[config.mk]
export PLATFORM = sky130hd
export DESIGN_NAME = memStage
export DESIGN_NICKNAME = d
export VERILOG_FILES = /design/src/pipeDefines.sv /design/src/memStage.sv
export SDC_FILE = /design/constraint.sdc
export NUM_CORES = 1
export LEC_CHECK = 0
export ABC_CLOCK_PERIOD_IN_PS = 3000
export BUFFER_PORTS_ARGS = -buffer_cell sky130_fd_sc_hd__buf_2
export CORE_AREA = 2 2 112 114
export CTS_CLUSTER_DIAMETER = 30
export CTS_CLUSTER_SIZE = 28
export DETAILED_ROUTE_END_ITERATION = 8
export DIE_AREA = 0 0 114 116
export PLACE_DENSITY = 0.8
export SLEW_MARGIN = 0
export SYNTH_ARGS = -nofsm -noshare
export SYNTH_HDL_FRONTEND = slang
export SYNTH_SLANG_ARGS = --single-unit
[constraint.sdc]
create_clock -name clk -period 3 [get_ports clk]
set_clock_uncertainty 0.15 [all_clocks]
set_input_delay 0.15 -clock clk [delete_from_list [all_inputs] [get_ports clk]]
set_output_delay 0.15 -clock clk [all_outputs]
set_load 0.02 [all_outputs]
[src/pipeDefines.sv]
`default_nettype none

package pipeDefines;

    typedef logic [31:0] word_t;
    typedef logic [4:0]  regAddr_t;
    typedef logic [3:0]  byteEn_t;
    typedef logic [1:0]  wbSel_t;
    typedef logic [3:0]  memOp_t;
    typedef logic [1:0]  excCode_t;

    // writeback / forwarding source
    localparam wbSel_t WB_LINK = 2'd0;   // pc + 8 for jal, jalr
    localparam wbSel_t WB_ALU  = 2'd1;
    localparam wbSel_t WB_OUTB = 2'd2;   // moves take operand b
    localparam wbSel_t WB_LOAD = 2'd3;   // data only known at wb

    // memory operations
    localparam memOp_t MEM_NONE = 4'd0;
    localparam memOp_t MEM_LB   = 4'd1;
    localparam memOp_t MEM_LBU  = 4'd2;
    localparam memOp_t MEM_LH   = 4'd3;
    localparam memOp_t MEM_LHU  = 4'd4;
    localparam memOp_t MEM_LW   = 4'd5;
    localparam memOp_t MEM_SB   = 4'd6;
    localparam memOp_t MEM_SH   = 4'd7;
    localparam memOp_t MEM_SW   = 4'd8;

    // address error exceptions
    localparam excCode_t EXC_NONE = 2'd0;
    localparam excCode_t EXC_ADEL = 2'd1;  // load or fetch
    localparam excCode_t EXC_ADES = 2'd2;  // store

    localparam int RAM_WORDS = 1024;

    localparam word_t LINK_OFFSET = 32'd8;

endpackage

`default_nettype wire

[src/memStage.sv]
`timescale 1ns/10ps
`default_nettype none

module memStage (
    input  logic                   clk,
    input  logic                   reset,
    input  logic                   stall,
    input  logic                   exValid,
    input  logic                   exRegWrite,
    input  pipeDefines::word_t     exAluOut,
    input  pipeDefines::word_t     exPc,
    input  pipeDefines::word_t     exOutB,
    input  pipeDefines::regAddr_t  exDst,
    input  pipeDefines::wbSel_t    exWbSel,
    input  pipeDefines::memOp_t    exMemOp,
    output logic                   ramEn,
    output pipeDefines::byteEn_t   ramByteEn,
    output pipeDefines::word_t     ramAddr,
    output pipeDefines::word_t     ramWdata,
    output logic                   memValid,
    output logic                   memRegWrite,
    output pipeDefines::word_t     memAluOut,
    output pipeDefines::word_t     memPc,
    output pipeDefines::word_t     memOutB,
    output pipeDefines::regAddr_t  memDst,
    output pipeDefines::wbSel_t    memWbSel,
    output pipeDefines::memOp_t    memMemOp,
    output pipeDefines::excCode_t  memExc
);
    import pipeDefines::*;

    logic regWriteQ;
    logic isLoad;
    logic isStore;
    logic misaligned;

    // bubbles carry no memOp
    always_ff @(posedge clk) begin
        if (reset) begin
            memValid  <= 1'b0;
            regWriteQ <= 1'b0;
            memMemOp  <= MEM_NONE;
        end else if (!stall) begin
            memValid  <= exValid;
            regWriteQ <= exValid & exRegWrite;
            memMemOp  <= exValid ? exMemOp : MEM_NONE;
        end
    end

    always_ff @(posedge clk) begin
        if (!stall) begin
            memAluOut <= exAluOut;
            memPc     <= exPc;
            memOutB   <= exOutB;
            memDst    <= exDst;
            memWbSel  <= exWbSel;
        end
    end

    // access kind and alignment check
    always_comb begin
        isLoad     = 1'b0;
        isStore    = 1'b0;
        misaligned = 1'b0;
        case (memMemOp)
            MEM_LB, MEM_LBU: isLoad = 1'b1;
            MEM_LH, MEM_LHU: begin
                isLoad     = 1'b1;
                misaligned = memAluOut[0];
            end
            MEM_LW: begin
                isLoad     = 1'b1;
                misaligned = |memAluOut[1:0];
            end
            MEM_SB: isStore = 1'b1;
            MEM_SH: begin
                isStore    = 1'b1;
                misaligned = memAluOut[0];
            end
            MEM_SW: begin
                isStore    = 1'b1;
                misaligned = |memAluOut[1:0];
            end
            default: ;
        endcase
    end

    assign memExc = !misaligned ? EXC_NONE : (isStore ? EXC_ADES : EXC_ADEL);

    // a faulting instruction keeps moving but may not write anything
    assign memRegWrite = regWriteQ & (memExc == EXC_NONE);

    assign ramEn   = (isLoad | isStore) & ~misaligned & ~stall;
    assign ramAddr = {2'b00, memAluOut[31:2]};   // word address

    always_comb begin
        ramByteEn = '0;
        if (ramEn && isStore) begin
            case (memMemOp)
                MEM_SB:  ramByteEn = 4'b0001 << memAluOut[1:0];
                MEM_SH:  ramByteEn = memAluOut[1] ? 4'b1100 : 4'b0011;
                default: ramByteEn = 4'b1111;
            endcase
        end
    end

    // replicate so every lane sees the store data
    always_comb begin
        case (memMemOp)
            MEM_SB:  ramWdata = {4{memOutB[7:0]}};
            MEM_SH:  ramWdata = {2{memOutB[15:0]}};
            default: ramWdata = memOutB;
        endcase
    end

endmodule

`default_nettype wire

==> flow_summary.ini <==
[run_status]
status = completed

[drt]
drt-pass1-iter-count = 4
vias = 3466
drc = 0
viasPerCell = 4.46
wl_um = 12900
ant_nets = 0
post_drt_wl_per_cell_um = 16.6
drtIter0Drc = 202

[synth]
synthArstFlopShare_pct = 0
synth-seq-cells = 109
yosysSeqAreaShare_pct = 77.6
synthFlopType = edfxtp_1
synth_top_area_share_pct = 74.7
yosys_warnings = 0
synth_largest_area_cell = edfxtp_1
synth_edf_count = 103
synth.distinct_cells = 31
syn_area_per_cell_um2 = 16.2
syn-cell-area_mm2 = 0.00414
synthTopCellsByArea = edfxtp_1, buf_4, dfxtp_1
synthCells = 255

[clock_tree]
cts_tree = done
cts_resized = 0
cts_sinks = 109
cts_setup_buffers = 0
clockRootBuffer = clkbuf_16
insertion_delay_ps = 340
cts_made_buffers = 9
cts.clk_slew.worst_paths_ps = 70
h-tree-depth = 3
cts_buffer_depth = 2

[sta]
fmax_ghz = 0.387
tightest_slew_ps = 892
rsz0062_at_grt = false
report.final.slew_viol_count = 0
setup_tns_ps = 0
setup_viol = 0
hold-worst-slack_ps = 61.1
fin_crit_sh_pct = 86.1
hold_viol_final = 0
fin_crit_ps = 2580
max_slew_margin_pct = 40.4
layout_setup_ws_ps = 418

[worst_setup_path]
rrSetupSlack_ps = 1010
cp_max_fo = 19
crit_required_ps = 2700
critPathCaptureType = output port
crit_arrival_ps = 2280
worstSetupStartpointType = flop
path_class = reg -> out

[place]
preCtsSetupSlack_ps = 815
gp_congestion = 0.745
dp_cells = 647
placement.io_buffers = 289
dp_hpwl_um = 8450
postPlaceCellArea_mm2 = 0.00547

[layout]
fin_util_pct = 57.9
area_delta_synth_final_pct = 66.7
final_cell_area_mm2 = 0.00690
layout_common_cells = buf_2, dlygate4sd3_1, edfxtp_1
nets = 736
layout.cells.non_filler = 777
drive_gt1_share_pct = 50.7
final_common_cell = buf_2

[global_route]
grt_max_degree = 67
grt_pass1_vias = 3530
grt_pass1_wl_um = 18700
grt_usage_pct = 19.0
grt_overflow = 0
antenna_found_initial = 1

[floorplan]
die_w_um = 114
start_util_pct = 34.8
fp.dieArea_mm2 = 0.0132
core_mm2 = 0.0119
die-height_um = 116
pin_count = 292
num_rows = 40

[power_and_ir_drop]
powerDensity_mw_per_mm2 = 545
ir_drop_mv = 0.454
p_leak_nw = 3.13
fin_total_pwr_mw = 3.76

[min_path]
worstHoldPathType = in -> reg

[job]
cap_violations = 0
-- cell type report --
cell class / count / area, um2
antenna: 1 / 2.50
clock buffer: 10 / 229
clock inverter: 6 / 70.1
fill: 948 / 5010
inverter: 2 / 10.0
multi-input combinational: 98 / 587
sequential: 109 / 3210
tap: 147 / 184
timing repair buffer: 404 / 2610
-- where the power goes --
part | internal (mW) | switching, mW
Clock | 0.656 | 0.534
Combinational | 0.293 | 0.408
Sequential | 1.80 | 0.0719
-- flip-flops by register name, indices dropped and copies added (netlist names) --
name,flops
memDst,5
memMemOp,4
memAluOut,32
regWriteQ,1
memValid,1
memPc,32
memOutB,32
memWbSel,2
-- worst max-delay path: stages (launching register included) --
cell and delay (ps):
dfxtp_1 910, nor4_1 120, nor3_1 360, o2111ai_2 220, a21oi_1 160, buf_2 180
-- cell usage after synthesis (2+ instances only) --
library cell / count
a21oi_1: 6
a22oi_1: 5
and2_1: 2
buf_2: 2
buf_4: 40
clkbuf_1: 4
dfxtp_1: 6
edfxtp_1: 103
inv_1: 2
mux2_2: 8
mux2i_1: 8
nand2_1: 32
nand2b_1: 2
nor2_1: 10
o21ai_0: 9
-- final timing paths --
path	from	end	cells after the start
max	memMemOp[0]	ramByteEn[3]	5
min	stall	memValid	3
max reg2reg	memMemOp[0]	memMemOp[0]	3
min reg2reg	memValid	memValid	2
-- cell families after synthesis --
kind of cell / count (synthesis) / synth area share [%]
AO/OA/AOI/OAI: 26 / 3.99
buffers and inverters: 49 / 8.31
flip-flops: 109 / 77.6
multiplexers: 16 / 4.11
other: 1 / 0.0906
AND/OR/NAND/NOR: 54 / 5.89
-- metal layers --
layer  GRT usage [%]  wire (um)  vias up
met4            6.42        264        0
met3            6.59        964       22
met5               0          0        -
met1            21.1       4920     1649
met2            34.0       6720      170
li1                -          -     1625
-- timing repair --
item                                    4_1_cts  5_1_grt
endpoints found under the hold margin       109        0
endpoints found under the setup margin        0        0
hold buffers                                113        0
Power figures use the tool's default switching activity.
