[src/pipeDefines.sv]
`default_nettype none

package pipeDefines;

    typedef logic [31:0] word_t;
    typedef logic [4:0]  regAddr_t;
    typedef logic [3:0]  byteEn_t;
    typedef logic [1:0]  wbSel_t;
    typedef logic [3:0]  memOp_t;
    typedef logic [1:0]  excCode_t;

    // writeback / forwarding source
    localparam wbSel_t WB_LINK = 2'd0;   // pc + 8 for jal, jalr
    localparam wbSel_t WB_ALU  = 2'd1;
    localparam wbSel_t WB_OUTB = 2'd2;   // moves take operand b
    localparam wbSel_t WB_LOAD = 2'd3;   // data only known at wb

    // memory operations
    localparam memOp_t MEM_NONE = 4'd0;
    localparam memOp_t MEM_LB   = 4'd1;
    localparam memOp_t MEM_LBU  = 4'd2;
    localparam memOp_t MEM_LH   = 4'd3;
    localparam memOp_t MEM_LHU  = 4'd4;
    localparam memOp_t MEM_LW   = 4'd5;
    localparam memOp_t MEM_SB   = 4'd6;
    localparam memOp_t MEM_SH   = 4'd7;
    localparam memOp_t MEM_SW   = 4'd8;

    // address error exceptions
    localparam excCode_t EXC_NONE = 2'd0;
    localparam excCode_t EXC_ADEL = 2'd1;  // load or fetch
    localparam excCode_t EXC_ADES = 2'd2;  // store

    localparam int RAM_WORDS = 1024;

    localparam word_t LINK_OFFSET = 32'd8;

endpackage

`default_nettype wire

[src/wbStage.sv]
`timescale 1ns/10ps
`default_nettype none

module wbStage (
    input  logic                   clk,
    input  logic                   reset,
    input  logic                   stall,
    input  pipeDefines::word_t     mem2AluOut,
    input  pipeDefines::word_t     mem2Pc,
    input  pipeDefines::word_t     mem2OutB,
    input  pipeDefines::regAddr_t  mem2Dst,
    input  logic                   mem2RegWrite,
    input  pipeDefines::wbSel_t    mem2WbSel,
    input  pipeDefines::memOp_t    mem2MemOp,
    input  pipeDefines::word_t     mem2Result,
    input  pipeDefines::word_t     ramRdata,
    output logic                   rfWe,
    output pipeDefines::regAddr_t  rfAddr,
    output pipeDefines::word_t     rfData
);
    import pipeDefines::*;

    logic [7:0]  loadByte;
    logic [15:0] loadHalf;
    word_t       loadData;
    word_t       wbData;

    // pick the addressed lane out of the returned word
    assign loadByte = ramRdata[{mem2AluOut[1:0], 3'b000} +: 8];
    assign loadHalf = mem2AluOut[1] ? ramRdata[31:16] : ramRdata[15:0];

    always_comb begin
        case (mem2MemOp)
            MEM_LB:  loadData = {{24{loadByte[7]}}, loadByte};
            MEM_LBU: loadData = {24'd0, loadByte};
            MEM_LH:  loadData = {{16{loadHalf[15]}}, loadHalf};
            MEM_LHU: loadData = {16'd0, loadHalf};
            default: loadData = ramRdata;   // lw
        endcase
    end

    // final source select
    always_comb begin
        case (mem2WbSel)
            WB_LOAD: wbData = loadData;
            WB_LINK: wbData = mem2Pc + LINK_OFFSET;
            WB_OUTB: wbData = mem2OutB;
            default: wbData = mem2Result;
        endcase
    end

    // $zero is hardwired and never written
    always_ff @(posedge clk) begin
        if (reset) begin
            rfWe <= 1'b0;
        end else if (!stall) begin
            rfWe <= mem2RegWrite & (mem2Dst != '0);
        end
    end

    always_ff @(posedge clk) begin
        if (!stall) begin
            rfAddr <= mem2Dst;
            rfData <= wbData;
        end
    end

endmodule

`default_nettype wire
[config.mk]
export PLATFORM = sky130hd
export DESIGN_NAME = wbStage
export DESIGN_NICKNAME = d
export VERILOG_FILES = /design/src/pipeDefines.sv /design/src/wbStage.sv
export SDC_FILE = /design/constraint.sdc
export NUM_CORES = 1
export LEC_CHECK = 0
export ABC_CLOCK_PERIOD_IN_PS = 2580
export BUFFER_PORTS_ARGS = -buffer_cell sky130_fd_sc_hd__buf_2
export CORE_ASPECT_RATIO = 0.75
export CORE_UTILIZATION = 43
export DETAILED_ROUTE_END_ITERATION = 10
export PLACE_DENSITY = 0.81
export SETUP_SLACK_MARGIN = 0.05
export SYNTH_ARGS = -nofsm -noshare
export SYNTH_HDL_FRONTEND = slang
export SYNTH_SLANG_ARGS = --single-unit
export TNS_END_PERCENT = 20
[constraint.sdc]
create_clock -name clk -period 2.58 [get_ports clk]
set_clock_uncertainty 0.05 [all_clocks]
set_input_delay 0.387 -clock clk [delete_from_list [all_inputs] [get_ports clk]]
set_output_delay 0.387 -clock clk [all_outputs]
set_load 0.05 [all_outputs]
==> results.cfg <==
[timing]
min_period_over_period_pct = 81.4
finalCriticalPeriod_ns = 2.10
worst_slack_ns = 0.481
setup_viol_count_final = 0
achievable_freq_mhz = 476
worst_slew_margin_rel_pct = 57.8
setup_total_negative_slack_ns = 0
slew_viol_final = 0
final.hold.worst_slack_ns = 0.210
final-hold-violation-count = 0
rsz0062_at_grt = false
tightest_slew_ns = 0.626

[logic_synthesis]
post_synth_and_or_nand_nor_area_fraction_pct = 19.6
synth.area.mux_share_pct = 7.02
synth-edff-count = 37
synthDominantAreaCellType = edfxtp_1
yosysTopAreaCellShare_pct = 33.9
synth_warnings = 0
synth-seq-area-share_pct = 34.5
post_synthesis_cells = 353
synthFlopType = edfxtp_1
post_synth_instance_area_um2 = 3280
synth_top_cells_by_area = edfxtp_1, a21oi_1, o22ai_1
synth_async_sr_flop_share_pct = 0
main_combinational_cell_family_by_area_after_synthesis = compound AO/OA/AOI/OAI gates
synth_nets = 529
mean_post_synth_cell_area_um2 = 9.29
synthAdderAreaFrac_pct = 0.686
synth_cell_types = 63
synth_xor_xnor_area_share_pct = 6.14
ys_seq_elements = 38
synth-compound-area-share_pct = 27.3

[grt]
grt_pass1_wl_um = 18300
largest_net_degree_at_the_start_of_global_routing = 39
number_of_antenna_violations_at_the_first_check_in_global_routing = 0
globalRouteTotalUtil_pct = 31.1
globalRoute.busiestLayer = met2
globalRoute.totalOverflow = 0
groute.layer.met3.usage_pct = 9.10
gr-usage-met1_pct = 40.6
global_route.usage.met2_pct = 49.5
first_global_vias = 3495

[pwr]
vdd_ir_drop_max_mv = 0.232
cellLeakagePower_nw = 1.89
overall_power_mw = 2.08
p_per_area_nw_per_um2 = 468

[setup_path]
cp_data_arrival_time_ns = 2.10
worst_r2r_endpoint = rfWe
path_delay_family = multiplexers
rrSetupSlack_ns = 1.94
critPathSlowestCell = mux4_2
path_cells = buf_2, mux4_2, or4b_1, nand2_2, o221a_1, a221o_1
depth_of_the_worst_register_to_register_path = 2
critPathCaptureType = flop
cp_num_buf_inv = 1
cp_data_required_time_ns = 2.58
cp_max_fo = 13
slowest_delay_ns = 0.57
crit_type = input port to flop
r2r-start = rfWe
start_kind = input port

[place]
placement.cell_area_um2 = 4330
io_buffer_count = 182
globalplace.congestion = 0.941
place_worst_setup_slack_ns = 0.204
detailedPlacementHpwl_um = 10100

[drt]
route.vias.total = 3761
viasPerCell = 5.89
drcViolationCount = 0
length_of_the_first_detailed_routing_pass_in_iterations = 7
wl_per_cell_um = 19.5
antenna_violating_nets_post_route = 0
finalWirelength_um = 12500
drt_first_iter_violations = 250

[clocking]
cts_hold_buf = 0
worstSkewPairLatency_ns = 0.29
cts.sinks = 38
h_tree_levels = 2
ctsRootBufferMaster = clkbuf_8
numCtsBuffers = 5
worst_setup_hold_path_clk_slew_ns = 0.07
tritoncts = yes
buffer_depth_of_the_longest_clock_path = 2
postCtsSetupRepairBufs = 0
postCtsResizedCells = 0

[floorplanning]
fp.dieW_um = 103
die_area_um2 = 7990
design.portCount = 213
placementRows = 27
fp.dieH_um = 77.6
core_area_um2 = 7360
start_util_pct = 44.5

[worst_hold_path]
worst_hold_path.num_cells = 2
worst_hold_startpoint = reset
worstHoldPathType = input port to flop
min_to = rfWe

[finish]
area_growth_pct = 35.5
num-nets-final = 713
n_antenna_cell = 0
fin_area_um2 = 4450
final_layout_size_suffix_gt1_share_pct = 42.9

[run]
drv.max_cap_violation_count = 0

[outcome]
status = finished, final reports clean
metal layers:
layer	vias up	part of all wire, %
met4	0	1.3
met1	1762	43
met3	13	11
met2	223	45
met5	-	0
li1	1763	-
worst max path at each step:
stage | slack (ns) | endpoint | cells past startpoint | from
floorplan | 0.44 | rfData[24] | 6 | mem2MemOp[0]
global placement | 0.20 | rfData[9] | 6 | mem2AluOut[1]
detailed placement | 0.20 | rfData[9] | 6 | mem2AluOut[1]
CTS | 0.51 | rfData[9] | 6 | mem2AluOut[1]
global route | 0.38 | rfData[29] | 7 | mem2Pc[3]
finish | 0.48 | rfData[9] | 6 | mem2AluOut[1]
layout by cell type, fill, tap and decap left out, types with 2 or more instances in the layout:
cell / n
nand3b_1: 8
inv_1: 10
mux2i_1: 5
o21a_1: 3
a21o_1: 8
mux2_2: 10
o221ai_1: 7
nor2_1: 16
and3_1: 5
clkbuf_8: 6
a221oi_1: 3
o21ai_0: 21
o221a_1: 2
mux4_2: 3
o21bai_1: 2
nor3_1: 7
nand2b_1: 3
o32ai_1: 3
nor4_1: 5
edfxtp_1: 37
xnor2_1: 12
and4_1: 4
a21oi_1: 29
a221o_1: 2
nand3_1: 9
o22ai_1: 19
a31oi_1: 9
xor2_1: 11
nor2b_1: 7
nand2_1: 26
a22oi_1: 4
o211ai_1: 4
nand4_1: 4
a211oi_1: 8
buf_4: 17
buf_2: 182
synth_stat cells, types with 4 or more instances:
cell type / count
nor4_1: 5
a22oi_1: 4
o221ai_1: 7
nand4_1: 4
mux2i_1: 5
o211ai_1: 4
o22ai_1: 19
mux2_2: 10
a21o_1: 8
o21ai_0: 21
nor2b_1: 7
nand3_1: 9
a211oi_1: 8
xor2_1: 11
and4_1: 4
nor2_1: 16
nand3b_1: 8
nand2_1: 26
clkbuf_1: 12
and3_1: 5
xnor2_1: 12
edfxtp_1: 37
a21oi_1: 29
a31oi_1: 9
nor3_1: 7
inv_1: 10
per-stage QoR:
| stage | util [%] | std cells |
|---|---|---|
| 4_1_cts | 60.4 | 639 |
| 3_5_place_dp | 58.8 | 631 |
| 2_1_floorplan | - | 353 |
| 6_report | 60.4 | 639 |
| 3_3_place_gp | 58.8 | 631 |
| 5_1_grt | 60.4 | 639 |
area by class of cell:
class                           instances  area [µm²]
Inverter                               11        41.3
Clock inverter                          1        30.0
Sequential cell                        38        1130
Timing Repair Buffer                  199        1040
Fill cell                             690        2920
Multi-Input combinational cell        282        1990
Tap cell                              101         126
Clock buffer                            7        86.3
state kept, by name, indices dropped and copies added, names as in the netlist:
signal  flops
rfAddr      5
rfWe        1
rfData     32
power by group:
group | total [mW] | internal [mW] | switching (mW)
clock network | 0.535 | 0.315 | 0.220
logic | 0.778 | 0.257 | 0.521
registers | 0.769 | 0.755 | 0.0149
total | 2.08 | 1.33 | 0.755
logic make-up (layout without fill, tap and decap cells):
family | Yosys count | count (layout)
XOR/XNOR | 23 | 23
AO/OA/AOI/OAI | 131 | 131
flip-flops | 38 | 38
adder cells (fa/ha/maj) | 2 | 2
AND/OR/NAND/NOR | 108 | 108
multiplexers | 18 | 18
buffers and inverters | 33 | 218
Power figures use the tool's default switching activity.
