## src/pipeDefines.sv

```systemverilog
`default_nettype none

package pipeDefines;

    typedef logic [31:0] word_t;
    typedef logic [4:0]  regAddr_t;
    typedef logic [3:0]  byteEn_t;
    typedef logic [1:0]  wbSel_t;
    typedef logic [3:0]  memOp_t;
    typedef logic [1:0]  excCode_t;

    // writeback / forwarding source
    localparam wbSel_t WB_LINK = 2'd0;   // pc + 8 for jal, jalr
    localparam wbSel_t WB_ALU  = 2'd1;
    localparam wbSel_t WB_OUTB = 2'd2;   // moves take operand b
    localparam wbSel_t WB_LOAD = 2'd3;   // data only known at wb

    // memory operations
    localparam memOp_t MEM_NONE = 4'd0;
    localparam memOp_t MEM_LB   = 4'd1;
    localparam memOp_t MEM_LBU  = 4'd2;
    localparam memOp_t MEM_LH   = 4'd3;
    localparam memOp_t MEM_LHU  = 4'd4;
    localparam memOp_t MEM_LW   = 4'd5;
    localparam memOp_t MEM_SB   = 4'd6;
    localparam memOp_t MEM_SH   = 4'd7;
    localparam memOp_t MEM_SW   = 4'd8;

    // address error exceptions
    localparam excCode_t EXC_NONE = 2'd0;
    localparam excCode_t EXC_ADEL = 2'd1;  // load or fetch
    localparam excCode_t EXC_ADES = 2'd2;  // store

    localparam int RAM_WORDS = 1024;

    localparam word_t LINK_OFFSET = 32'd8;

endpackage

`default_nettype wire

```

## src/mem2Stage.sv

```systemverilog
`timescale 1ns/10ps
`default_nettype none

module mem2Stage (
    input  logic                   clk,
    input  logic                   reset,
    input  logic                   stall,
    input  logic                   mem2Flush,
    input  logic                   memValid,
    input  logic                   memRegWrite,
    input  pipeDefines::word_t     memAluOut,
    input  pipeDefines::word_t     memPc,
    input  pipeDefines::word_t     memOutB,
    input  pipeDefines::regAddr_t  memDst,
    input  pipeDefines::wbSel_t    memWbSel,
    input  pipeDefines::memOp_t    memMemOp,
    input  pipeDefines::excCode_t  memExc,
    output pipeDefines::word_t     mem2AluOut,
    output pipeDefines::word_t     mem2Pc,
    output pipeDefines::word_t     mem2OutB,
    output pipeDefines::regAddr_t  mem2Dst,
    output logic                   mem2RegWrite,
    output pipeDefines::wbSel_t    mem2WbSel,
    output pipeDefines::memOp_t    mem2MemOp,
    output pipeDefines::excCode_t  mem2Exc,
    output pipeDefines::word_t     mem2ExcPc,
    output pipeDefines::word_t     mem2Result
);
    import pipeDefines::*;

    // flush turns the slot into a bubble even while stalled
    always_ff @(posedge clk) begin
        if (reset || mem2Flush) begin
            mem2RegWrite <= 1'b0;
            mem2MemOp    <= MEM_NONE;
            mem2Exc      <= EXC_NONE;
        end else if (!stall) begin
            mem2RegWrite <= memRegWrite;
            mem2MemOp    <= memMemOp;
            mem2Exc      <= memValid ? memExc : EXC_NONE;
        end
    end

    always_ff @(posedge clk) begin
        if (!stall) begin
            mem2AluOut <= memAluOut;
            mem2Pc     <= memPc;
            mem2OutB   <= memOutB;
            mem2Dst    <= memDst;
            mem2WbSel  <= memWbSel;
        end
    end

    // loads show the address here and their data only at wb
    always_comb begin
        case (mem2WbSel)
            WB_LINK: mem2Result = mem2Pc + LINK_OFFSET;
            WB_OUTB: mem2Result = mem2OutB;
            default: mem2Result = mem2AluOut;
        endcase
    end

    assign mem2ExcPc = (mem2Exc != EXC_NONE) ? mem2Pc : '0;

endmodule

`default_nettype wire

```

## config.mk

```make
export PLATFORM = sky130hd
export DESIGN_NAME = mem2Stage
export DESIGN_NICKNAME = d
export VERILOG_FILES = /design/src/pipeDefines.sv /design/src/mem2Stage.sv
export SDC_FILE = /design/constraint.sdc
export NUM_CORES = 1
export LEC_CHECK = 0
export BUFFER_PORTS_ARGS = -buffer_cell sky130_fd_sc_hd__buf_2
export CAP_MARGIN = 20
export CORE_AREA = 2 2 112 114
export CTS_BUF_LIST = sky130_fd_sc_hd__clkbuf_8
export CTS_CLUSTER_DIAMETER = 40
export CTS_CLUSTER_SIZE = 10
export DETAILED_ROUTE_END_ITERATION = 10
export DIE_AREA = 0 0 114 116
export PLACE_DENSITY = 0.74
export RECOVER_POWER = 25
export SLEW_MARGIN = 0
export SYNTH_ARGS = -nofsm -noshare
export SYNTH_HDL_FRONTEND = slang
export SYNTH_SLANG_ARGS = --single-unit
```

## constraint.sdc

```tcl
create_clock -name clk -period 5.65 [get_ports clk]
set_input_delay 1.4125 -clock clk [delete_from_list [all_inputs] [get_ports clk]]
set_output_delay 1.4125 -clock clk [all_outputs]
set_load 0.01 [all_outputs]
```

==> summary.md, run 1 <==
| Metric | Value |
|---|---|
| Period utilisation layout | `76.97%` |
| Drc violations | `0` |
| Area of the multi-input gates | `1355 µm²` |
| Clock root cell | `clkbuf_8` |
| CTS tree | `yes` |
| Final WL | `around 14,000 µm` |
| Critical Path Source | `mem2Pc[8]` |
| Clock Sink Count | `110` |
| # rows | `40` |
| Actual slew at the worst max-slew pin | `1.056 ns` |
| Fillers | `between 1,000 and 1,500` |
| Largest net degree at the start of global routing | `78` |
| Flop and latch count out of synthesis | `110` |
| Number of buffers added on ports | `288` |
| Pleak | `2.834 nW` |
| CTS Buf Count | `9` |
| Final hold viol count | `0` |
| Vias per inst | `5.034` |
| Pwr dens | `272.5 nW/µm²` |
| I/O pin cnt | `289` |
| Crit Path Class | `reg -> out` |
| GRT Overall Usage | `21.00%` |
| Wire length per cell | `18.40 µm` |
| Hold Crit Start | `mem2RegWrite` |
| Tightest hold margin | `0.5218 ns` |
| Largest stage delay on the critical path | `0.80 ns` |
| Peak VDD IR | `0.1804 mV` |
| Die W | `114 µm` |
| Post-synth EDFFs | `approximately 100` |
| Post-cts resize count | `0` |
| Critical Path End Type | `primary output` |
| Bufs on Longest Clock Path | `2` |
| Syn_area_per_cell | `13.41 µm²` |
| Max Cap Violations | `0` |
| First-pass GRT wire length | `20,880 µm` |
| GPL Wtd Cong | `0.8002` |
| Slew HR | `approximately 29%` |
| CTS Hold Bufs | `0` |
| Die height | `116 µm` |
| Syn Nets | `about 470` |
| DIE AREA | `13,220 µm²` |
| Routed Antenna Nets | `0` |
| Clk_skew | `0 ns` |
| Vias | `3,967` |
| DRT Pass-1 Iters | `5` |
| Post-route setup TNS | `0 ns` |
| Worst setup SP type | `flip-flop` |
| H-tree Lvls | `3` |
| Final Max Slew Viols | `0` |
| Share of cells above drive strength 1 | `between 40% and 50%` |
| Final #Nets | `751` |
| Area of the mapped netlist | `4692 µm²` |
| Tightest Hold Check Type | `reg -> reg` |
| Clock-pin slew on the worst setup and hold paths | `0.11 ns` |
| # setup viols final | `0` |
| Outcome | `complete, no violations` |
| Cell count after synthesis | `350` |
| Number of global-route vias before repair | `3,977` |
| Post-DP HPWL | `11,140 µm` |
| Worst-path cell chain | `nand4_1 > or4_1 > or4_1 > a31oi_1 > a21o_1 > buf_2` |
| YS warnings | `0` |
| Reg2Reg Launch Point | `mem2Exc[1]` |
| Dominant synthesized flop cell | `edfxtp_1` |
| Clk_lat worst skew | `between 0.3 and 0.4 ns` |
| Core area | `11,910 µm²` |
| Initial core utilization | `about two fifths` |
| Initial antenna violation count | `2` |
| Fmax | `between 200 and 250 MHz` |
| Unrepaired setup endpoints after global routing | `no` |
| Post-synth ARST share | `0%` |
| Storage element area | `3233 µm²` |
| Iter 0 DRT Violations | `304` |
| CP Max Fanout | `16` |
| CP required | `4.24 ns` |
| Bufs and invs on worst path | `1` |
| Synth-to-layout area growth | `37.47%` |
| Critical path's slowest cell | `or4_1` |
| Cell variety after synth | `39` |
| Family with the most delay on the worst path | `simple AND/OR/NAND/NOR gates` |
| Sequential area share after synthesis | `68.91%` |
| Final min period | `4.349 ns` |
| CP dominant cell by count | `or4_1` |
| Postcts setup bufs | `0` |
| GRT overflow | `0` |
| Arrival time of the worst setup path | `2.94 ns` |
-- power by group --
part           switching, W  internal, W  leakage [nW]
Sequential        0.0000511     0.000961          1.07
Clock              0.000273     0.000162        0.0904
Combinational      0.000173     0.000136          1.68
Total              0.000498      0.00126          2.83
-- Yosys cell counts (all sizes together), types with 4 or more instances --
library cell | number | area [µm²]
a22oi | 12 | 90.09
xnor2 | 20 | 175.2
and3 | 5 | 31.28
dfxtp | 7 | 140.1
nor2 | 24 | 90.09
a21oi | 10 | 50.05
nand2 | 23 | 86.33
nor2b | 27 | 168.9
buf | 4 | 23.77
edfxtp | 103 | 3093
o21ai | 27 | 138.9
nor4 | 8 | 71.32
inv | 8 | 30.03
nand3 | 6 | 30.03
nand4 | 6 | 43.79
nor3 | 7 | 45.04
clkbuf | 14 | 52.55
o22ai | 5 | 31.28
mux2i | 11 | 110.1
-- cell type report --
| cell class | instances | share of cell area [%] |
|---|---|---|
| Clock buffer | 9 | 1.920 |
| Inverter | 8 | 0.5044 |
| Clock inverter | 7 | 0.7565 |
| Tap cell | 147 | 2.852 |
| Antenna cell | 1 | 0.03880 |
| Sequential cell | 110 | 50.13 |
| Multi-Input combinational cell | 214 | 21.01 |
| Timing Repair Buffer | 292 | 22.79 |
-- tightest hold or removal path, cell delays in order, from the launching register on --
cell and delay [ns]:
dfxtp_1 0.34, mux2i_1 0.07, nor2_1 0.08
-- cells in the final DEF (no fill, tap or decap), drive strengths merged, types with 8 or more instances in the layout --
cell type | Yosys | routed
a21oi | 10 | 10
a22oi | 12 | 12
buf | 4 | 291
clkbuf | 14 | 10
edfxtp | 103 | 103
inv | 8 | 11
mux2i | 11 | 11
nand2 | 23 | 23
nor2 | 24 | 24
nor2b | 27 | 27
nor4 | 8 | 8
o21ai | 27 | 27
xnor2 | 20 | 20
-- registers in the layout (all words and copies together) (netlist names) --
register	cells
mem2AluOut	32
mem2OutB	32
mem2Pc	32
mem2Dst	5
mem2MemOp	4
mem2Exc	2
mem2WbSel	2
mem2RegWrite	1
-- logic make-up after synthesis --
family	count (synthesis)	synth area share, %
AOI/OAI and AO/OA	63	8.080
xor gates and xnor gates	23	4.293
adders and majority gates	1	0.2666
buffers and inverters	26	2.267
DFF	110	68.91
muxes	14	3.067
and+or+nand+nor	113	13.12
-- per-layer routing --
metal | vias up | share of wire [%] | track usage, %
li1 | 1862 | - | -
met1 | 1886 | 37 | 23.15
met2 | 202 | 52 | 38.06
met3 | 17 | 9.1 | 6.695
met4 | 0 | 1.8 | 7.724
met5 | - | 0 | 0
-- final timing paths --
| kind | endpoint | slack, ns | cells after the start |
|---|---|---|---|
| worst max-delay path | mem2Result[28] | 1.30 | 6 |
| worst min-delay path | mem2RegWrite | 0.52 | 2 |
| worst max register to register | mem2Exc[1] | 5.01 | 2 |
| worst min register to register | mem2RegWrite | 0.52 | 2 |
-- stage by stage --
| stage | setup slack [ns] | cells | area, µm² | power [W] | utilization, % |
|---|---|---|---|---|---|
| 2_1_floorplan | 1.445 | 350 | 4692 | 0.001170 | - |
| 3_3_place_gp | 1.773 | 771 | 6276 | 0.001337 | 52.69 |
| 3_5_place_dp | 1.690 | 771 | 6276 | 0.001343 | 52.69 |
| 4_1_cts | 1.252 | 787 | 6449 | 0.001775 | 54.14 |
| 5_1_grt | 1.088 | 788 | 6450 | 0.001832 | 54.15 |
| 6_report | 1.301 | 788 | 6450 | 0.001757 | 54.15 |
No activity file was read; power rests on OpenSTA's default activity.
==> inputs of run 2 (changes only) <==
--- a/config.mk
+++ b/config.mk
@@ -7,13 +7,13 @@
 export LEC_CHECK = 0
 export BUFFER_PORTS_ARGS = -buffer_cell sky130_fd_sc_hd__buf_2
 export CAP_MARGIN = 20
-export CORE_AREA = 2 2 112 114
+export CORE_AREA = 2 2 113 115
 export CTS_BUF_LIST = sky130_fd_sc_hd__clkbuf_8
 export CTS_CLUSTER_DIAMETER = 40
 export CTS_CLUSTER_SIZE = 10
 export DETAILED_ROUTE_END_ITERATION = 10
-export DIE_AREA = 0 0 114 116
-export PLACE_DENSITY = 0.74
+export DIE_AREA = 0 0 115 117
+export PLACE_DENSITY = 0.73
 export RECOVER_POWER = 25
 export SLEW_MARGIN = 0
 export SYNTH_ARGS = -nofsm -noshare
==> constraint.sdc (replaced) <==
create_clock -name clk -period 4.23 [get_ports clk]
set_input_delay 1.0575 -clock clk [delete_from_list [all_inputs] [get_ports clk]]
set_output_delay 1.0575 -clock clk [all_outputs]
set_load 0.01 [all_outputs]
==> run 2 against run 1 <==
Against the previous run: wire length shrank 0.37%; sequential share of layout area shrank 0.35 points; global-route usage shrank 0.37 points; first-iteration DRC count shrank 3.9%; combinational power grew 34%; die area grew 1.7%; core utilization shrank 1.4 points; critical endpoint is now mem2Result[24].
==> summary.md, run 2 (synthesized netlist as in run 1, its figures left out) <==
| Metric | Value |
|---|---|
| Worst setup SP type | `flip-flop` |
| Clock-pin slew on the worst setup and hold paths | `0.10 ns (about the same)` |
| Vias | `3,951 (-0.40%)` |
| Area after DPL | `6322 µm² (+0.74%)` |
| Critical Path End Type | `primary output` |
| GRT Overall Usage | `20.62% (-0.37 points)` |
| Final hold viol count | `0 (unchanged)` |
| Final instance area | `6495 µm² (+0.70%)` |
| Arrival time of the worst setup path | `2.80 ns (-0.14 ns)` |
| Period utilisation layout | `91.21%` |
| # rows | `41 (+2.5%)` |
| Largest regs | `mem2AluOut (32), mem2OutB (32), mem2Pc (32)` |
| DRT Pass-1 Iters | `5 (unchanged)` |
| # setup viols final | `0 (unchanged)` |
| Clock Sink Count | `110 (unchanged)` |
| Synth-to-layout area growth | `38.43%` |
| Unrepaired setup endpoints after global routing | `no` |
| CTS Hold Bufs | `0 (unchanged)` |
| Fmax | `259.2 MHz` |
| DIE AREA | `13,460 µm² (+1.7%)` |
| Pwr dens | `360.3 nW/µm² (+32%)` |
| Initial core utilization | `38.11% (-1.3 points)` |
| Drc violations | `0 (unchanged)` |
| CTS Buf Count | `9 (unchanged)` |
| Core area | `12,310 µm² (+3.4%)` |
| Slew HR | `55.47% (+26 points)` |
| Final core utilization | `52.75% (-1.4 points)` |
| Most frequent cells in the layout | `buf_2, edfxtp_1, nor2b_1, nand2_1, nor2_1` |
| Largest net degree at the start of global routing | `58 (-26%)` |
| Final #Nets | `755 (+0.53%)` |
| Post-cts resize count | `0 (unchanged)` |
| Final Max Slew Viols | `0 (unchanged)` |
| Initial antenna violation count | `0 (-2)` |
| Pleak | `2.865 nW (+1.1%)` |
| Clk_skew | `0 ns (unchanged)` |
| Number of cells after detailed placement | `778 (+0.91%)` |
| Peak VDD IR | `0.2529 mV (+40%)` |
| Share of cells above drive strength 1 | `50.00% (+0.31 points)` |
| Clock root cell | `clkbuf_8` |
| Bufs on Longest Clock Path | `2 (unchanged)` |
| Wire length per cell | `18.17 µm (-1.2%)` |
| Commonest non-fill, non-tap cell in the layout | `buf_2` |
| Die height | `117 µm (+0.86%)` |
| Actual slew at the worst max-slew pin | `0.6680 ns (-0.3879 ns)` |
| Routed Antenna Nets | `0 (unchanged)` |
| Post-DP HPWL | `10,970 µm (-1.6%)` |
| H-tree Lvls | `3 (unchanged)` |
| Final min period | `3.858 ns` |
| Clk_lat worst skew | `0.37 ns (about the same)` |
| CP Max Fanout | `11 (-5)` |
| Crit Path Class | `reg -> out` |
| CP required | `3.17 ns (-1.07 ns)` |
| Final non-filler cell total | `795 (+0.89%)` |
| Number of global-route vias before repair | `3,936 (-1.0%)` |
| GRT overflow | `0 (unchanged)` |
| Final WL | `14,440 µm (-0.37%)` |
| Outcome | `complete, no violations` |
| GPL Wtd Cong | `0.8896 (+11%)` |
| Total Power | `0.002340 W (+33%)` |
| Reg2reg setup slack | `3.60 ns (-1.41 ns)` |
| Post-route setup TNS | `0 ns (unchanged)` |
| Max Cap Violations | `0 (unchanged)` |
| Die W | `115 µm (+0.88%)` |
| Number of buffers added on ports | `288 (unchanged)` |
| Tightest Hold Check Type | `reg -> reg` |
| CTS tree | `yes` |
| I/O pin cnt | `289 (unchanged)` |
| Iter 0 DRT Violations | `292 (-3.9%)` |
| Postcts setup bufs | `0 (unchanged)` |
| Vias per inst | `4.970 (-1.3%)` |
| First-pass GRT wire length | `20,800 µm (-0.40%)` |
-- run 2: cell types whose count changed in the layout (fill, tap and decap cells not counted), sizes merged --
cell	change
buf	+5
clkinv	-1
-- run 2: path summary, 6_finish.rpt --
path / from / endpoint / depth (start not counted)
min reg2reg: mem2MemOp[0] / mem2MemOp[0] / 2
max: mem2Pc[12] / mem2Result[24] / 7
max reg2reg: mem2Exc[1] / mem2Exc[1] / 2
min: mem2MemOp[0] / mem2MemOp[0] / 2
-- run 2: layer usage --
layer | wire length (µm) | part of all wire [%] | vias to the layer above | GRT usage [%]
met4 | 253 | 1.8 | 0 | 8.193
li1 | - | - | 1871 | -
met5 | 0 | 0 | - | 0
met1 | 5202 | 36 | 1854 | 22.56
met2 | 7671 | 53 | 209 | 37.49
met3 | 1315 | 9.1 | 17 | 6.334
-- run 2: worst max-delay path, cell delays in order, from the launching register on --
cell and delay (ns):
edfxtp_1 0.48, nand4_2 0.16, or4_1 0.77, buf_4 0.28
nor4_1 0.27, o31ai_1 0.12, o21ai_0 0.19, buf_2 0.16
-- run 2: cell type report --
| cell class | instances | area (µm²) |
|---|---|---|
| antenna | 1 | 2.502 |
| clock buffer | 10 | 137.6 |
| sequential | 110 | 3233 |
| fill | 1093 | 5817 |
| timing repair buffer | 296 | 1514 |
| clock inverter | 6 | 32.53 |
| multi-input combinational | 214 | 1355 |
| inverter | 8 | 32.53 |
| tap | 150 | 187.7 |
-- run 2: power by group --
group	total (W)	internal [W]	switching, W
clock	0.000577	0.000225	0.000352
sequential	0.00135	0.00128	0.0000644
combinational	0.000416	0.000185	0.000231
total	0.00234	0.00169	0.000647
-- run 2: per-stage QoR --
step | setup slack (ns) | hold WS (ns)
floorplan | 0.3800 | 0.5354
global placement | 0.8302 | 0.4756
detailed placement | 0.7667 | 0.4890
CTS | 0.3207 | 0.5140
global route | 0.1042 | 0.5398
finish | 0.3718 | 0.5083
